--- src/source/mem_stage_pkg.sv ---
`default_nettype none

package mem_stage_pkg;

   //////////////////////////////////////////////////
   // Memory geometry.
   //////////////////////////////////////////////////

   // Data word width.
   localparam int mem_word_bits = 32;
   // Number of words in the data memory.
   localparam int mem_depth = 1024;
   // Word address width as log2 of the depth.
   localparam int mem_word_addr_bits = 10;
   // Byte address width with two extra lane bits.
   localparam int mem_byte_addr_bits = 12;
   // Register file index width.
   localparam int reg_index_bits = 5;

   // Access size, shared by stores and loads.
   typedef enum logic [1:0] {
      size_byte = 2'b00,
      size_half = 2'b01,
      size_word = 2'b10
   } access_size_e;

   //////////////////////////////////////////////////
   // Stage bundles.
   //////////////////////////////////////////////////

   // Bundle coming from the execute stage.
   typedef struct packed {
      logic                          reg_write;
      logic                          mem_read;
      logic                          mem_write;
      logic                          mem_to_reg;
      access_size_e                  access_size;
      logic                          load_unsigned;
      logic [mem_byte_addr_bits-1:0] addr;
      logic [mem_word_bits-1:0]      store_data;
      logic [mem_word_bits-1:0]      alu_result;
      logic [reg_index_bits-1:0]     dest_reg;
      logic                          halt;
   } ex_mem_t;

   // Bundle going to write-back.
   typedef struct packed {
      logic                      reg_write;
      logic                      mem_to_reg;
      logic [reg_index_bits-1:0] dest_reg;
      logic                      halt;
      logic [mem_word_bits-1:0]  alu_result;
      // Already sign or zero extended.
      logic [mem_word_bits-1:0]  load_data;
      logic                      load_was_dirty;
   } mem_wb_t;

endpackage

`default_nettype wire

--- src/source/mem_wb_register.sv ---
`default_nettype none

module mem_wb_register
   import mem_stage_pkg::*;
(
   input  wire logic                     i_clock,
   input  wire logic                     i_soft_reset,
   input  wire logic                     i_enable,
   input  wire ex_mem_t                  i_ex_mem,
   input  wire logic [mem_word_bits-1:0] i_load_data,
   input  wire logic                     i_load_was_dirty,
   output mem_wb_t                       o_mem_wb
);

   //////////////////////////////////////////////////
   // Write-back control capture.
   //////////////////////////////////////////////////

   logic                      reg_write_q;
   logic                      mem_to_reg_q;
   logic [reg_index_bits-1:0] dest_reg_q;
   logic                      halt_q;
   logic [mem_word_bits-1:0]  alu_result_q;

   // Everything clears on reset so write-back sees an idle bundle.
   // A stall simply holds the previous bundle.
   always_ff @(posedge i_clock) begin
      if (!i_soft_reset) begin
         reg_write_q  <= 1'b0;
         mem_to_reg_q <= 1'b0;
         dest_reg_q   <= '0;
         halt_q       <= 1'b0;
         alu_result_q <= '0;
      end else if (i_enable) begin
         reg_write_q  <= i_ex_mem.reg_write;
         mem_to_reg_q <= i_ex_mem.mem_to_reg;
         dest_reg_q   <= i_ex_mem.dest_reg;
         halt_q       <= i_ex_mem.halt;
         alu_result_q <= i_ex_mem.alu_result;
      end
   end

   // Load fields come from the RAM output register.
   // They line up with the captured control without another flop.
   always_comb begin
      o_mem_wb.reg_write      = reg_write_q;
      o_mem_wb.mem_to_reg     = mem_to_reg_q;
      o_mem_wb.dest_reg       = dest_reg_q;
      o_mem_wb.halt           = halt_q;
      o_mem_wb.alu_result     = alu_result_q;
      o_mem_wb.load_data      = i_load_data;
      o_mem_wb.load_was_dirty = i_load_was_dirty;
   end

endmodule

`default_nettype wire

--- config.mk ---
export PLATFORM = sky130hd
export DESIGN_NAME = mem_wb_register
export DESIGN_NICKNAME = d
export VERILOG_FILES = /design/src/source/mem_stage_pkg.sv /design/src/source/mem_wb_register.sv
export SDC_FILE = /design/constraint.sdc
export NUM_CORES = 1
export LEC_CHECK = 0
export BUFFER_PORTS_ARGS = -buffer_cell sky130_fd_sc_hd__buf_2
export CAP_MARGIN = 10
export CORE_AREA = 2 2 76 78
export CTS_BUF_LIST = sky130_fd_sc_hd__clkbuf_4 sky130_fd_sc_hd__clkbuf_8
export DETAILED_ROUTE_END_ITERATION = 6
export DIE_AREA = 0 0 78 80
export GPL_TIMING_DRIVEN = 0
export PLACE_DENSITY = 0.87
export SYNTH_ARGS = -nofsm -noshare
export SYNTH_HDL_FRONTEND = slang
export SYNTH_SLANG_ARGS = --single-unit
--- constraint.sdc ---
create_clock -name i_clock -period 1.05 [get_ports i_clock]
set_input_delay 0.21 -clock i_clock [delete_from_list [all_inputs] [get_ports i_clock]]
set_output_delay 0.21 -clock i_clock [all_outputs]
set_load 0.05 [all_outputs]
==> flow_metrics.env, run 1 <==
export IMPL_cp_max_fo=2
export IMPL_postCtsSetupRepairBufs=0
export IMPL_avgSynthCellArea_um2=11.1
export IMPL_row_count=27
export IMPL_numPortBuffers=113
export IMPL_core_area_um2=5410
export IMPL_drt_iter0_drc=6
export IMPL_drc=0
export IMPL_drtPass1Iterations=4
export IMPL_finalCritPeriodShare=0.965
export IMPL_syn_num_nets=290
export IMPL_relSlewSlack=0.755
export IMPL_p_leak_nw=1.45
export IMPL_cts_root_buf="clkbuf_8"
export IMPL_overflow=0
export IMPL_clockBufferDepth=2
export IMPL_most_common_layout_cells="buf_2 (73), mux2i_1 (40), nor2b_1 (40)"
export IMPL_wl_met1_um=1520
export IMPL_totalWireLength_um=4100
export IMPL_final_layout_size_suffix_gt1_frac=0.693
export IMPL_areaGrowthSynthToFinish_pct=57.6
export IMPL_die_area_um2=6240
export IMPL_status="complete, no violations"
export IMPL_route_met3_wl_um=408
export IMPL_dpl_instance_area_um2=2480
export IMPL_cts_sinks=40
export IMPL_antenna_found_initial=0
export IMPL_die_h_um=80
export IMPL_ys_seq_area_frac=0.438
export IMPL_antenna_left=0
export IMPL_crit_family="flip-flops"
export IMPL_ys_ff_latch=40
export IMPL_die_w_um=78
export IMPL_layout_cells_most_common="buf_2"
export IMPL_fin_hold_ws_ns=0.174
export IMPL_synthAdderAreaFrac=0
export IMPL_period_needed_ns=1.01
export IMPL_worstMarginPinSlew_ns=0.368
export IMPL_postSynthCellCount=165
export IMPL_register_area_um2=847
export IMPL_grt_pass1_wl_um=6180
export IMPL_tritoncts="done"
export IMPL_cp_arrival_ns=0.80
export IMPL_multi_input_area_um2=651
export IMPL_crit_required_ns=0.84
export IMPL_slowest_stage="dfxtp_1"
export IMPL_grt_use_total=0.126
export IMPL_max_vdd_ir_drop_mv=0.612
export IMPL_synth_yosys_warnings=0
export IMPL_hp_class="primary input to flop"
export IMPL_fmax_ghz=0.987
export IMPL_synth_distinct_cells=7
export IMPL_muxShareOfSynthArea=0.219
export IMPL_dpl_hpwl_um=2980
export IMPL_worstSetupStartpointType="flop"
export IMPL_highest_layer="met4"
export IMPL_synth_compound_area_frac=0
export IMPL_pre_cts_ws_ns=0.176
export IMPL_met2WireLength_um=2140
export IMPL_place_gp_congestion=0.651
export IMPL_synth_top_family_by_area="multiplexers"
export IMPL_worstPathCellList="buf_6"
export IMPL_p_per_area_nw_per_um2=1450
export IMPL_n_antenna_cell=0
export IMPL_clock_latency_ns=0.29
export IMPL_synth_simple_area_share=0.137
export IMPL_via_count=1479
export IMPL_setup_viol=0
export IMPL_clock_skew_final_ns=0
export IMPL_io_pins=198
export IMPL_fin_area_um2=2880
export IMPL_avgViaCountPerCell=4.17
export IMPL_worst_slack_ns=0.0370
export IMPL_cap_violations=0
export IMPL_hold_viol=0
export IMPL_crit_buf_inv=1
export IMPL_clkSlewWorstSetupHoldPaths_ns=0.08
export IMPL_grt_max_degree=14
export IMPL_netlist_area_um2=1830
export IMPL_finalMaxSlewViolations=0
export IMPL_crit_type="flop to primary output"
export IMPL_cts_buffers=5
export IMPL_wl_per_cell_um=11.6
export IMPL_cpPeakStageDelay_ns=0.35
export IMPL_nets=407
export IMPL_fill_cells=488
export IMPL_fin_util=0.533
export IMPL_grt_pass1_vias=1392
export IMPL_initial_core_util=0.338
export IMPL_end_kind="primary output"
export IMPL_h_tree_depth=2
export IMPL_synthXorXnorAreaFrac=0
## sequential cells by signal, summed over array words and instances, names as in the netlist
name and cells:
reg_write_q 1, halt_q 1, dest_reg_q 5, alu_result_q 32
mem_to_reg_q 1
## layer usage
metal / vias to the layer above / track usage
met1: 659 / 0.134
met3: 7 / 0.0600
met4: 0 / 0.0333
li1: 725 / -
met5: - / 0
met2: 88 / 0.222
## per-stage QoR
| step | total power [W] | std cells | setup TNS, ns |
|---|---|---|---|
| finish | 0.00417 | 355 | 0 |
| global route | 0.00437 | 355 | -0.00115 |
| CTS | 0.00418 | 356 | -0.0464 |
| detailed placement | 0.00283 | 350 | 0 |
| global placement | 0.00281 | 350 | 0 |
| floorplan | 0.00258 | 165 | 0 |
## power by group
group / leakage (nW) / switching, W / internal (W)
sequential: 0.343 / 0.0000657 / 0.00162
combinational: 1.05 / 0.000754 / 0.000492
clock: 0.0541 / 0.000530 / 0.000703
## cell families after synthesis
| logic type | Yosys count |
|---|---|
| buffers and inverters | 45 |
| DFF | 40 |
| and+or+nand+nor | 40 |
| muxes | 40 |
## final timing paths
path	from	to	cells after the start	slack [ns]
worst min-delay path	i_ex_mem[35]	alu_result_q[29]	3	0.17
worst min register to register	alu_result_q[20]	alu_result_q[20]	2	0.52
worst max register to register	alu_result_q[21]	alu_result_q[21]	2	0.39
worst max-delay path	alu_result_q[24]	o_mem_wb[57]	1	0.04
## cell usage after synthesis
cell      instances  share of area
dfxtp_1          40           0.44
buf_4            36           0.15
clkbuf_1          4         0.0082
buf_6             1         0.0062
buf_12            4          0.044
mux2i_1          40           0.22
nor2b_1          40           0.14
## area by class of cell
type,count,share of cell area
Buffer,42,0.123
Clock buffer,5,0.0239
Clock inverter,3,0.0148
Multi-Input combinational cell,80,0.226
Sequential cell,40,0.294
Tap cell,72,0.0313
Timing Repair Buffer,113,0.287
## what timing repair did
action,4_1_cts,5_1_grt
gates resized for setup,67,53
setup endpoints to repair,40,38
hold buffers,0,0
Note: power is estimated with default switching activity, not from simulation.
==> run 2: changes to the inputs <==
==> constraint.sdc (replaced) <==
create_clock -name i_clock -period 1.05 [get_ports i_clock]
set_input_delay 0.105 -clock i_clock [delete_from_list [all_inputs] [get_ports i_clock]]
set_output_delay 0.105 -clock i_clock [all_outputs]
set_load 0.05 [all_outputs]
==> run 2 against run 1 <==
Sequential power shrank 2%. Wire length shrank 7.7%. Critical endpoint is now o_mem_wb[49]. Clock skew is the same. Maximum frequency grew 0.63%. Global-route usage shrank 0.89 points. Highest routed layer unchanged. Register-to-register slack gained 0.03 ns. Flip-flop and latch count is the same. Critical path depth is the same.
==> flow_metrics.env, run 2 (synthesized netlist as in run 1, its figures left out) <==
export IMPL_cap_violations=0
export IMPL_areaGrowthSynthToFinish_pct=43.4
export IMPL_crit_required_ns=0.94
export IMPL_top_register="alu_result_q"
export IMPL_grt_pass1_wl_um=5740
export IMPL_grt_pass1_vias=1293
export IMPL_cts_root_buf="clkbuf_8"
export IMPL_ctsHoldBuffers=0
export IMPL_cp_max_fo=2
export IMPL_worstMarginPinSlew_ns=0.354
export IMPL_finalCritPeriodShare=0.959
export IMPL_end_kind="primary output"
export IMPL_wl_per_cell_um=10.6
export IMPL_numPortBuffers=113
export IMPL_io_pins=198
export IMPL_stdcell_count=358
export IMPL_grt_max_degree=14
export IMPL_core_area_um2=5410
export IMPL_p_per_area_nw_per_um2=1530
export IMPL_place_gp_congestion=0.651
export IMPL_worstPathCellList="buf_2"
export IMPL_antenna_left=0
export IMPL_avgViaCountPerCell=4.10
export IMPL_clock_latency_ns=0.29
export IMPL_clkSlewWorstSetupHoldPaths_ns=0.08
export IMPL_cts_sinks=40
export IMPL_most_common_layout_cells="buf_2 (107), mux2i_1 (40), nor2b_1 (40), dfxtp_1 (40), buf_4 (36)"
export IMPL_setup_viol=0
export IMPL_crit_buf_inv=1
export IMPL_finalMaxSlewViolations=0
export IMPL_totalWireLength_um=3790
export IMPL_dpl_hpwl_um=2980
export IMPL_p_leak_nw=1.40
export IMPL_final_layout_size_suffix_gt1_frac=0.566
export IMPL_max_vdd_ir_drop_mv=0.621
export IMPL_die_w_um=78
export IMPL_overflow=0
export IMPL_tritoncts="done"
export IMPL_h_tree_depth=2
export IMPL_nets=410
export IMPL_largest_reg_flops=32
export IMPL_cp_arrival_ns=0.90
export IMPL_clock_skew_final_ns=0
export IMPL_setup_tns_ns=0
export IMPL_antenna_found_initial=0
export IMPL_layout_cells_most_common="buf_2"
export IMPL_drc=0
export IMPL_crit_family="flip-flops"
export IMPL_cts_buffers=5
export IMPL_grt_setup_unrepaired="no"
export IMPL_clockBufferDepth=2
export IMPL_die_h_um=80
export IMPL_fmax_ghz=0.993
export IMPL_fill_cells=518
export IMPL_relSlewSlack=0.764
export IMPL_crit_type="flop to primary output"
export IMPL_status="complete, no violations"
export IMPL_die_area_um2=6240
export IMPL_n_antenna_cell=0
export IMPL_largestRegisters="alu_result_q x32, dest_reg_q x5"
export IMPL_post_place_cells=350
export IMPL_drtPass1Iterations=4
export IMPL_hp_class="primary input to flop"
export IMPL_row_count=27
export IMPL_period_needed_ns=1.01
export IMPL_hold_viol=0
export IMPL_cpPeakStageDelay_ns=0.34
export IMPL_via_count=1469
export IMPL_worstSetupStartpointType="flop"
export IMPL_drt_iter0_drc=15
export IMPL_slowest_stage="dfxtp_1"
export IMPL_initial_core_util=0.338
export IMPL_grt_use_total=0.117
==> run 2: cell count changes in the layout (fill, tap and decap cells not counted), sizes merged <==
cell and change:
clkbuf +3
==> run 2: layout make-up <==
class,count,area (µm²),share of cell area
buffer,45,377,0.144
clock buffer,5,68.8,0.0263
clock inverter,3,42.5,0.0162
multi-input combinational,80,651,0.248
sequential,40,801,0.305
tap,72,90.1,0.0344
timing repair buffer,113,592,0.226
==> run 2: stage by stage <==
stage / hold WS (ns) / total power, W / util / worst slack [ns] / instance area [µm²]
2_1_floorplan: 0.274 / 0.00258 / - / 0.147 / 1830
3_3_place_gp: 0.360 / 0.00281 / 0.459 / 0.304 / 2480
3_5_place_dp: 0.371 / 0.00283 / 0.459 / 0.281 / 2480
4_1_cts: 0.0576 / 0.00409 / 0.481 / 0.0239 / 2600
5_1_grt: 0.0679 / 0.00423 / 0.485 / 0.00100 / 2620
6_report: 0.0698 / 0.00402 / 0.485 / 0.0433 / 2620
==> run 2: worst reg2reg max path, cell delays in order (launching register included) <==
cell and delay (ns):
dfxtp_1 0.32, mux2i_1 0.14, nor2b_1 0.07
==> run 2: power by group <==
group	switching, W	internal (W)	total [W]
Clock	0.000520	0.000703	0.00122
Combinational	0.000751	0.000398	0.00115
Sequential	0.0000425	0.00161	0.00165
Total	0.00131	0.00271	0.00402
==> run 2: path summary, 6_finish.rpt <==
kind | slack [ns] | cells past startpoint | to | from
worst max register to register | 0.42 | 2 | alu_result_q[19] | alu_result_q[19]
worst min-delay path | 0.07 | 3 | alu_result_q[29] | i_ex_mem[35]
worst max-delay path | 0.04 | 1 | o_mem_wb[49] | alu_result_q[16]
worst min register to register | 0.51 | 2 | alu_result_q[2] | alu_result_q[2]
==> run 2: timing repair <==
| action | CTS | global route |
|---|---|---|
| setup endpoints to repair | 3 | 6 |
| buffers inserted | 0 | 0 |
| resized for setup | 3 | 6 |
| endpoints found under the hold margin | 0 | 0 |
==> run 2: per-layer routing <==
layer	share of wire	up-vias	global-route usage
met3	0.11	7	0.0554
met1	0.38	636	0.134
met2	0.50	94	0.194
met5	0	-	0
met4	0.0087	0	0.0316
li1	-	732	-
